## config.mk

```make
export PLATFORM = sky130hd
export DESIGN_NAME = csr_subsys_top
export DESIGN_NICKNAME = d
export VERILOG_FILES = /design/src/hw/rv_isa_pkg.sv /design/src/hw/csr_pkg.sv /design/src/hw/sys_decode.sv /design/src/hw/req_fifo.sv /design/src/hw/csr_file.sv /design/src/hw/csr_subsys_top.sv
export SDC_FILE = /design/constraint.sdc
export NUM_CORES = 1
export LEC_CHECK = 0
export BUFFER_PORTS_ARGS = -buffer_cell sky130_fd_sc_hd__buf_2
export CAP_MARGIN = 15
export CELL_PAD_IN_SITES_DETAIL_PLACEMENT = 1
export CELL_PAD_IN_SITES_GLOBAL_PLACEMENT = 2
export CORE_MARGIN = 2
export CORE_UTILIZATION = 40
export CTS_BUF_LIST = sky130_fd_sc_hd__clkbuf_8
export CTS_CLUSTER_DIAMETER = 100
export DETAILED_ROUTE_END_ITERATION = 8
export GPL_ROUTABILITY_DRIVEN = 0
export PLACE_DENSITY = 0.8
export SLEW_MARGIN = 15
export SYNTH_ARGS = -nofsm -noshare
export SYNTH_HDL_FRONTEND = slang
export SYNTH_SLANG_ARGS = --single-unit
```

## constraint.sdc

```tcl
create_clock -name clk -period 6.4 [get_ports clk]
set_input_delay 0.96 -clock clk [delete_from_list [all_inputs] [get_ports clk]]
set_output_delay 0.96 -clock clk [all_outputs]
set_load 0.02 [all_outputs]
```

## src/hw/rv_isa_pkg.sv

```systemverilog
package rv_isa_pkg;

    // datapath and instruction widths
    localparam int XLEN = 32;
    localparam int ILEN = 32;

    // instruction field positions
    localparam int OPC_LSB   = 2;
    localparam int OPC_MSB   = 6;
    localparam int F3_LSB    = 12;
    localparam int F3_MSB    = 14;
    localparam int IMM12_LSB = 20;
    localparam int IMM12_MSB = 31;

    // major opcode, bits 6:2 only
    localparam logic [4:0] OPC_SYSTEM = 5'b11100;

    // funct3 under SYSTEM
    localparam logic [2:0] F3_PRIV  = 3'b000;
    localparam logic [2:0] F3_CSRRW = 3'b001;
    localparam logic [2:0] F3_CSRRS = 3'b010;
    localparam logic [2:0] F3_CSRRC = 3'b011;

    // bits 31:20 that separate the privileged forms
    localparam logic [11:0] IMM_ECALL = 12'h000;
    localparam logic [11:0] IMM_MRET  = 12'h302;

    // what the issue stage hands over
    typedef struct packed {
        logic [XLEN-1:0] pc;
        logic [ILEN-1:0] instr;
        logic [XLEN-1:0] rs1_data;
    } fetch_t;

endpackage

```

## src/hw/csr_pkg.sv

```systemverilog
package csr_pkg;

    typedef logic [11:0] csr_addr_t;

    // machine CSR addresses
    localparam csr_addr_t CSR_MSTATUS = 12'h300;
    localparam csr_addr_t CSR_MTVEC   = 12'h305;
    localparam csr_addr_t CSR_MEPC    = 12'h341;
    localparam csr_addr_t CSR_MCAUSE  = 12'h342;

    // live mstatus bits
    localparam int MSTATUS_MIE  = 3;
    localparam int MSTATUS_MPIE = 7;

    // MPP = 2'b11, machine mode only
    localparam logic [rv_isa_pkg::XLEN-1:0] MSTATUS_RESET = 32'h0000_1800;

    // environment call from M-mode
    localparam logic [rv_isa_pkg::XLEN-1:0] CAUSE_ECALL_M = 32'd11;

    typedef enum logic [2:0] {
        OP_RW    = 3'd0,
        OP_RS    = 3'd1,
        OP_RC    = 3'd2,
        OP_ECALL = 3'd3,
        OP_MRET  = 3'd4
    } csr_op_e;

    // decoder to CSR file
    typedef struct packed {
        csr_op_e                       op;
        csr_addr_t                     addr;
        logic [rv_isa_pkg::XLEN-1:0]   wdata;
        logic [rv_isa_pkg::XLEN-1:0]   pc;
    } csr_req_t;

    // rdata goes to rd, redirect/target go to fetch
    typedef struct packed {
        logic [rv_isa_pkg::XLEN-1:0]   rdata;
        logic                          redirect;
        logic [rv_isa_pkg::XLEN-1:0]   target;
    } csr_rsp_t;

endpackage

```

## src/hw/sys_decode.sv

```systemverilog
`timescale 1ns/10ps

module sys_decode (
    input  logic                 clk,
    input  logic                 rst_n,
    input  logic                 in_valid_i,
    output logic                 in_ready_o,
    input  rv_isa_pkg::fetch_t   in_i,
    output logic                 req_valid_o,
    input  logic                 req_ready_i,
    output csr_pkg::csr_req_t    req_o
);

    import rv_isa_pkg::*;
    import csr_pkg::*;

    logic [4:0]  opcode;
    logic [2:0]  funct3;
    logic [11:0] imm12;
    logic        keep;
    csr_op_e     op_d;
    csr_req_t    req_d;
    csr_req_t    req_q;
    logic        req_valid_q;

    assign opcode = in_i.instr[OPC_MSB:OPC_LSB];
    assign funct3 = in_i.instr[F3_MSB:F3_LSB];
    assign imm12  = in_i.instr[IMM12_MSB:IMM12_LSB];

    // classify, anything not recognised is dropped
    always_comb begin
        keep = 1'b0;
        op_d = OP_RW;
        if (opcode == OPC_SYSTEM) begin
            case (funct3)
                F3_CSRRW: begin
                    keep = 1'b1;
                    op_d = OP_RW;
                end
                F3_CSRRS: begin
                    keep = 1'b1;
                    op_d = OP_RS;
                end
                F3_CSRRC: begin
                    keep = 1'b1;
                    op_d = OP_RC;
                end
                F3_PRIV: begin
                    // ebreak and wfi fall through here
                    if (imm12 == IMM_ECALL) begin
                        keep = 1'b1;
                        op_d = OP_ECALL;
                    end else if (imm12 == IMM_MRET) begin
                        keep = 1'b1;
                        op_d = OP_MRET;
                    end
                end
                default: keep = 1'b0;
            endcase
        end
    end

    always_comb begin
        req_d.op    = op_d;
        req_d.addr  = imm12;
        req_d.wdata = in_i.rs1_data;
        req_d.pc    = in_i.pc;
    end

    // single output register, free when empty or draining
    assign in_ready_o = !req_valid_q || req_ready_i;

    always_ff @(posedge clk or negedge rst_n) begin
        if (!rst_n) begin
            req_valid_q <= 1'b0;
        end else if (in_ready_o) begin
            req_valid_q <= in_valid_i && keep;
        end
    end

    always_ff @(posedge clk) begin
        if (in_valid_i && in_ready_o && keep) begin
            req_q <= req_d;
        end
    end

    assign req_valid_o = req_valid_q;
    assign req_o       = req_q;

    // a stalled request must hold until taken
    a_req_stable: assert property (
        @(posedge clk) disable iff (!rst_n)
        req_valid_o && !req_ready_i |=> req_valid_o && $stable(req_o)
    );

endmodule

```

## src/hw/req_fifo.sv

```systemverilog
`timescale 1ns/10ps

module req_fifo #(
    parameter int  DEPTH = 4,
    parameter type T     = csr_pkg::csr_req_t
) (
    input  logic clk,
    input  logic rst_n,
    input  logic in_valid_i,
    output logic in_ready_o,
    input  T     in_i,
    output logic out_valid_o,
    input  logic out_ready_i,
    output T     out_o
);

    // DEPTH is a power of two, at least 2
    localparam int AW = $clog2(DEPTH);

    T             mem [DEPTH];
    logic [AW:0]  wr_ptr;
    logic [AW:0]  rd_ptr;
    logic         full;
    logic         empty;
    logic         push;
    logic         pop;

    // top bit is the wrap flag
    assign empty = (wr_ptr == rd_ptr);
    assign full  = (wr_ptr[AW] != rd_ptr[AW]) && (wr_ptr[AW-1:0] == rd_ptr[AW-1:0]);

    assign in_ready_o  = !full;
    assign out_valid_o = !empty;

    assign push = in_valid_i && in_ready_o;
    assign pop  = out_valid_o && out_ready_i;

    always_ff @(posedge clk or negedge rst_n) begin
        if (!rst_n) begin
            wr_ptr <= '0;
        end else if (push) begin
            wr_ptr <= wr_ptr + 1'b1;
        end
    end

    always_ff @(posedge clk or negedge rst_n) begin
        if (!rst_n) begin
            rd_ptr <= '0;
        end else if (pop) begin
            rd_ptr <= rd_ptr + 1'b1;
        end
    end

    always_ff @(posedge clk) begin
        if (push) begin
            mem[wr_ptr[AW-1:0]] <= in_i;
        end
    end

    // head entry read straight from storage
    assign out_o = mem[rd_ptr[AW-1:0]];

    // writes only land while a slot is free
    a_no_push_full: assert property (
        @(posedge clk) disable iff (!rst_n)
        push |-> ((AW+1)'(wr_ptr - rd_ptr) < DEPTH)
    );

    // reads only while an entry is held
    a_no_pop_empty: assert property (
        @(posedge clk) disable iff (!rst_n)
        pop |-> ((AW+1)'(wr_ptr - rd_ptr) inside {[1:DEPTH]})
    );

endmodule

```

## src/hw/csr_file.sv

```systemverilog
`timescale 1ns/10ps

module csr_file (
    input  logic                clk,
    input  logic                rst_n,
    input  logic                req_valid_i,
    output logic                req_ready_o,
    input  csr_pkg::csr_req_t   req_i,
    output logic                rsp_valid_o,
    input  logic                rsp_ready_i,
    output csr_pkg::csr_rsp_t   rsp_o
);

    import rv_isa_pkg::*;
    import csr_pkg::*;

    // architectural state
    logic            mie_q;
    logic            mpie_q;
    logic [XLEN-1:0] mtvec_q;
    logic [XLEN-1:0] mepc_q;
    logic [XLEN-1:0] mcause_q;

    logic [XLEN-1:0] mstatus_rd;
    logic [XLEN-1:0] old_val;
    logic [XLEN-1:0] new_val;

    logic            req_fire;
    logic            is_rw_op;
    logic            csr_we;
    logic            do_ecall;
    logic            do_mret;
    logic            wr_mstatus;
    logic            wr_mtvec;
    logic            wr_mepc;
    logic            wr_mcause;

    csr_rsp_t        rsp_d;
    csr_rsp_t        rsp_q;
    logic            rsp_valid_q;

    assign req_ready_o = !rsp_valid_q || rsp_ready_i;
    assign req_fire    = req_valid_i && req_ready_o;

    assign is_rw_op = (req_i.op == OP_RW) || (req_i.op == OP_RS) || (req_i.op == OP_RC);
    assign csr_we   = req_fire && is_rw_op;
    assign do_ecall = req_fire && (req_i.op == OP_ECALL);
    assign do_mret  = req_fire && (req_i.op == OP_MRET);

    assign wr_mstatus = csr_we && (req_i.addr == CSR_MSTATUS);
    assign wr_mtvec   = csr_we && (req_i.addr == CSR_MTVEC);
    assign wr_mepc    = csr_we && (req_i.addr == CSR_MEPC);
    assign wr_mcause  = csr_we && (req_i.addr == CSR_MCAUSE);

    // mstatus view, non-live fields read as reset value
    always_comb begin
        mstatus_rd               = MSTATUS_RESET;
        mstatus_rd[MSTATUS_MIE]  = mie_q;
        mstatus_rd[MSTATUS_MPIE] = mpie_q;
    end

    // unknown address reads zero
    always_comb begin
        case (req_i.addr)
            CSR_MSTATUS: old_val = mstatus_rd;
            CSR_MTVEC:   old_val = mtvec_q;
            CSR_MEPC:    old_val = mepc_q;
            CSR_MCAUSE:  old_val = mcause_q;
            default:     old_val = '0;
        endcase
    end

    always_comb begin
        case (req_i.op)
            OP_RW:   new_val = req_i.wdata;
            OP_RS:   new_val = old_val | req_i.wdata;
            OP_RC:   new_val = old_val & ~req_i.wdata;
            default: new_val = old_val;
        endcase
    end

    // MIE / MPIE stack
    always_ff @(posedge clk or negedge rst_n) begin
        if (!rst_n) begin
            mie_q  <= MSTATUS_RESET[MSTATUS_MIE];
            mpie_q <= MSTATUS_RESET[MSTATUS_MPIE];
        end else if (do_ecall) begin
            mpie_q <= mie_q;
            mie_q  <= 1'b0;
        end else if (do_mret) begin
            mie_q  <= mpie_q;
            mpie_q <= 1'b1;
        end else if (wr_mstatus) begin
            mie_q  <= new_val[MSTATUS_MIE];
            mpie_q <= new_val[MSTATUS_MPIE];
        end
    end

    // trap vector, word aligned
    always_ff @(posedge clk or negedge rst_n) begin
        if (!rst_n) begin
            mtvec_q <= '0;
        end else if (wr_mtvec) begin
            mtvec_q <= {new_val[XLEN-1:2], 2'b00};
        end
    end

    always_ff @(posedge clk or negedge rst_n) begin
        if (!rst_n) begin
            mepc_q <= '0;
        end else if (do_ecall) begin
            mepc_q <= {req_i.pc[XLEN-1:2], 2'b00};
        end else if (wr_mepc) begin
            mepc_q <= {new_val[XLEN-1:2], 2'b00};
        end
    end

    always_ff @(posedge clk or negedge rst_n) begin
        if (!rst_n) begin
            mcause_q <= '0;
        end else if (do_ecall) begin
            mcause_q <= CAUSE_ECALL_M;
        end else if (wr_mcause) begin
            mcause_q <= new_val;
        end
    end

    // ecall jumps to mtvec, mret back to mepc
    always_comb begin
        rsp_d.rdata    = is_rw_op ? old_val : '0;
        rsp_d.redirect = (req_i.op == OP_ECALL) || (req_i.op == OP_MRET);
        rsp_d.target   = (req_i.op == OP_ECALL) ? mtvec_q : mepc_q;
    end

    always_ff @(posedge clk or negedge rst_n) begin
        if (!rst_n) begin
            rsp_valid_q <= 1'b0;
        end else if (req_ready_o) begin
            rsp_valid_q <= req_valid_i;
        end
    end

    always_ff @(posedge clk) begin
        if (req_fire) begin
            rsp_q <= rsp_d;
        end
    end

    assign rsp_valid_o = rsp_valid_q;
    assign rsp_o       = rsp_q;

    // trap or return must come back as an aligned redirect
    a_redirect_aligned: assert property (
        @(posedge clk) disable iff (!rst_n)
        req_fire && ((req_i.op == OP_ECALL) || (req_i.op == OP_MRET))
            |=> rsp_valid_o && rsp_o.redirect && (rsp_o.target[1:0] == 2'b00)
    );

endmodule

```

## src/hw/csr_subsys_top.sv

```systemverilog
`timescale 1ns/10ps

module csr_subsys_top #(
    parameter int FIFO_DEPTH = 4
) (
    input  logic                 clk,
    input  logic                 rst_n,
    input  logic                 instr_valid_i,
    output logic                 instr_ready_o,
    input  rv_isa_pkg::fetch_t   instr_i,
    output logic                 rsp_valid_o,
    input  logic                 rsp_ready_i,
    output csr_pkg::csr_rsp_t    rsp_o
);

    import csr_pkg::*;

    // decoder to FIFO
    logic     dec_valid;
    logic     dec_ready;
    csr_req_t dec_req;

    // FIFO to CSR file
    logic     fifo_valid;
    logic     fifo_ready;
    csr_req_t fifo_req;

    sys_decode u_decode (
        .clk         (clk),
        .rst_n       (rst_n),
        .in_valid_i  (instr_valid_i),
        .in_ready_o  (instr_ready_o),
        .in_i        (instr_i),
        .req_valid_o (dec_valid),
        .req_ready_i (dec_ready),
        .req_o       (dec_req)
    );

    req_fifo #(
        .DEPTH (FIFO_DEPTH),
        .T     (csr_req_t)
    ) u_fifo (
        .clk         (clk),
        .rst_n       (rst_n),
        .in_valid_i  (dec_valid),
        .in_ready_o  (dec_ready),
        .in_i        (dec_req),
        .out_valid_o (fifo_valid),
        .out_ready_i (fifo_ready),
        .out_o       (fifo_req)
    );

    csr_file u_csr (
        .clk         (clk),
        .rst_n       (rst_n),
        .req_valid_i (fifo_valid),
        .req_ready_o (fifo_ready),
        .req_i       (fifo_req),
        .rsp_valid_o (rsp_valid_o),
        .rsp_ready_i (rsp_ready_i),
        .rsp_o       (rsp_o)
    );

endmodule

```

==> out/qor.txt <==
status - finished clean
Seq cells post-synth - 550
post-synth top area cell - edfxtp_1
CTS tree - built
largest net degree at the start of global routing - 70
uppermost layer routed - met4
DIE AREA - 0.0583 mm2
top post-synthesis cells by count - edfxtp_1 (448), nor2_1 (124), dfrtp_1 (102)
Comb pwr share - 26.3%
crit path max-delay cell type - dfrtp_4
metal3 WL - 2.75 mm
hold buffers post-CTS - 0
Post-Synthesis Cells - 1389
Async SR Flop Fraction - 18.5%
first-pass GRT wire length - 84.8 mm
startpoint types - flop
clock buffer depth - 3
initial core utilization - 40.2%
ys flop type - edfxtp_1
Core Region - 0.0561 mm2
Routed Antenna Nets - 0
DR pass1 iterations - 5
critical path's largest stage delay - 790 ps
setup ws final - 2040 ps
Pleak - 9.09 nW
Finished Layout Cells - 2401
mapped cell area - 0.0225 mm2
met2 wire length - 26.8 mm
number of enable flip-flop cells after synthesis - 448
CTS Sinks - 550
fin util - 46.0%
Total GRT Usage - 19.5%
# rows - 87
final WL - 56.4 mm
Wirelength per Cell - 23.5 um
post-synth top area share - 59.7%
Tcrit/Tclk final - 68.2%
Slew @ Worst Pin - 1110 ps
Hold Violations, Final - 0
Clk pwr share - 29.6%
setup bufs post-CTS - 0
H-tree level count - 3
Synth warnings - 0
Post-CTS Resized - 0
Crit Path Category - flop to flop
max cap viols - 0
Final #Nets - 1673
crit path time final - 4360 ps
vias in the first global route - 13900
antenna violations before repair - 1
clock-pin slew on the worst setup and hold paths - 60 ps
count of input and output buffers - 150
Slew HR - 25.8%
total congestion overflow - 0
power per cell area - 391 mW/mm2
worst skew pair latency - 710 ps
drt drc - 0
Sw Share - 33.0%
Die Span Y - 241 um
skew final - 54.9 ps
Initial DRC Count - 941
sequential power share - 44.1%
r2r setup slk - 2040 ps
Chip Width - 241 um
Avg Vias per Cell - 5.50
CP arrival - 4920 ps
register area share after synthesis - 71.0%
Worst Path Required - 6950 ps
Place WS - 1960 ps
Ports - 167
Final TNS setup - 0 ps
DP Cell Count - 2232
CTS buffer count - 90
area grow syn2layout - 14.4%
critical-path maximum fanout - 34
Switch Pwr - 3.33 mW
cell-internal power - 6.75 mW
Worst setup EP type - flop
detailed placer's ending HPWL - 34.8 mm
Synth Area per Inst - 16.2 um2
Hold Path Class - input port to asynchronous set/reset pin
# setup viols final - 0
unrepaired setup endpoints after global routing - false
CTS Root Cell - clkbuf_8
DR vias - 13200
crit path cell chain - buf_4 -> or4b_1 -> nand3_1 -> and3_1 -> nand4_4 -> a2111oi_0 -> nor2_1
largest cells by area after synthesis - edfxtp_1 (60%), dfrtp_1 (11%), mux4_2 (7.0%), nor2_1 (2.1%), mux2_2 (1.6%)
share of cells above drive strength 1 - 27.5%
Slew Viols, Final - 0
WL met1 - 25.4 mm
Power, Total - 10.1 mW
Yosys cell types - 71
Max Clk Rate - 0.229 GHz
dominant cell by count in the synthesized netlist - edfxtp_1
worst ir drop on vdd - 0.000219 V
## worst max-delay path, delay by kind of cell, from the launching register on
kind	cells	cell delay, ps
simple gates	5	2030
compound gates	1	780
buf+inv	1	570
flops	1	790
## power by group through the flow
stage / Clock, mW / Sequential [mW] / Combinational, mW
after floorplan: 0 / 4.59 / 1.72
after global placement: 0 / 4.52 / 2.62
after detailed placement: 0 / 4.53 / 2.65
after CTS: 3.06 / 4.46 / 2.67
after global routing: 3.20 / 4.50 / 2.84
final: 2.98 / 4.45 / 2.65
## cell type report
type	count	area [um2]
diodes	1	2.50
clock buffers	97	1340
clock inverters	71	438
fillers	5532	30300
inverters	15	56.3
multi-input cells	737	6060
flip-flops and latches	550	16000
well taps	756	946
repair buffers	174	933
## routing by layer
layer / up-vias / global-route usage [%]
li1: 5878 / -
met1: 6844 / 27.1
met2: 383 / 31.2
met3: 95 / 3.25
met4: 0 / 7.31
met5: - / 0
## state kept, by name, indices dropped and copies added, names as in the netlist
name and flops:
u_csr.mcause_q 32, u_csr.rsp_o 63, u_fifo.rd_ptr 3, u_fifo.wr_ptr 3
u_csr.mtvec_q 30, u_fifo.mem 308, u_csr.mepc_q 30, u_decode.req_valid_o 1
u_csr.rsp_valid_o 1, u_csr.mie_q 1, u_decode.req_o 77, u_csr.mpie_q 1
## final timing paths
path                                    startpoint                  to  depth (start not counted)
worst max-delay path              u_fifo.rd_ptr[0]   u_csr.mtvec_q[22]                          7
worst min-delay path                         rst_n    u_csr.mepc_q[19]                          1
worst max register to register    u_fifo.rd_ptr[0]   u_csr.mtvec_q[22]                          7
worst min register to register  u_decode.req_o[25]   u_fifo.mem[1][25]                          0
max in group asynchronous                    rst_n    u_fifo.rd_ptr[0]                          2
min in group clk                       instr_i[78]  u_decode.req_o[14]                          1
## cells in the final DEF, fill, tap and decap left out, drive strengths merged, types with 10 or more instances in the layout
| cell type | synthesis | routed |
|---|---|---|
| buf | 58 | 174 |
| nor2 | 124 | 124 |
| edfxtp | 448 | 448 |
| a21oi | 20 | 20 |
| a22oi | 29 | 29 |
| a2bb2oi | 27 | 27 |
| o21ai | 65 | 65 |
| nand2 | 45 | 45 |
| inv | 15 | 47 |
| clkbuf | 30 | 97 |
| o2bb2ai | 10 | 10 |
| a41oi | 11 | 11 |
| a31oi | 14 | 14 |
| clkinv | 0 | 33 |
| nor4 | 30 | 30 |
| nor2b | 40 | 40 |
| a2111oi | 43 | 43 |
| and2 | 26 | 26 |
| dfrtp | 102 | 102 |
| mux4 | 71 | 71 |
| mux2 | 33 | 33 |
| o21a | 30 | 30 |
| nand3 | 40 | 40 |
## metrics by stage
stage | hold slack (ps) | area [um2]
floorplan | 459 | 22500
global placement | 472 | 24000
detailed placement | 480 | 24000
CTS | 377 | 25800
global route | 403 | 25800
finish | 386 | 25800
## cell families after synthesis
logic type / count (synthesis) / share of synthesized area [%]
flip-flops: 550 / 71.0
AND/OR/NAND/NOR: 349 / 8.09
AO/OA/AOI/OAI: 264 / 8.90
multiplexers: 108 / 8.94
buffers and inverters: 103 / 2.41
XOR/XNOR: 9 / 0.350
adder cells (fa/ha/maj): 5 / 0.278
other: 1 / 0.0166
Power figures use the tool's default switching activity.
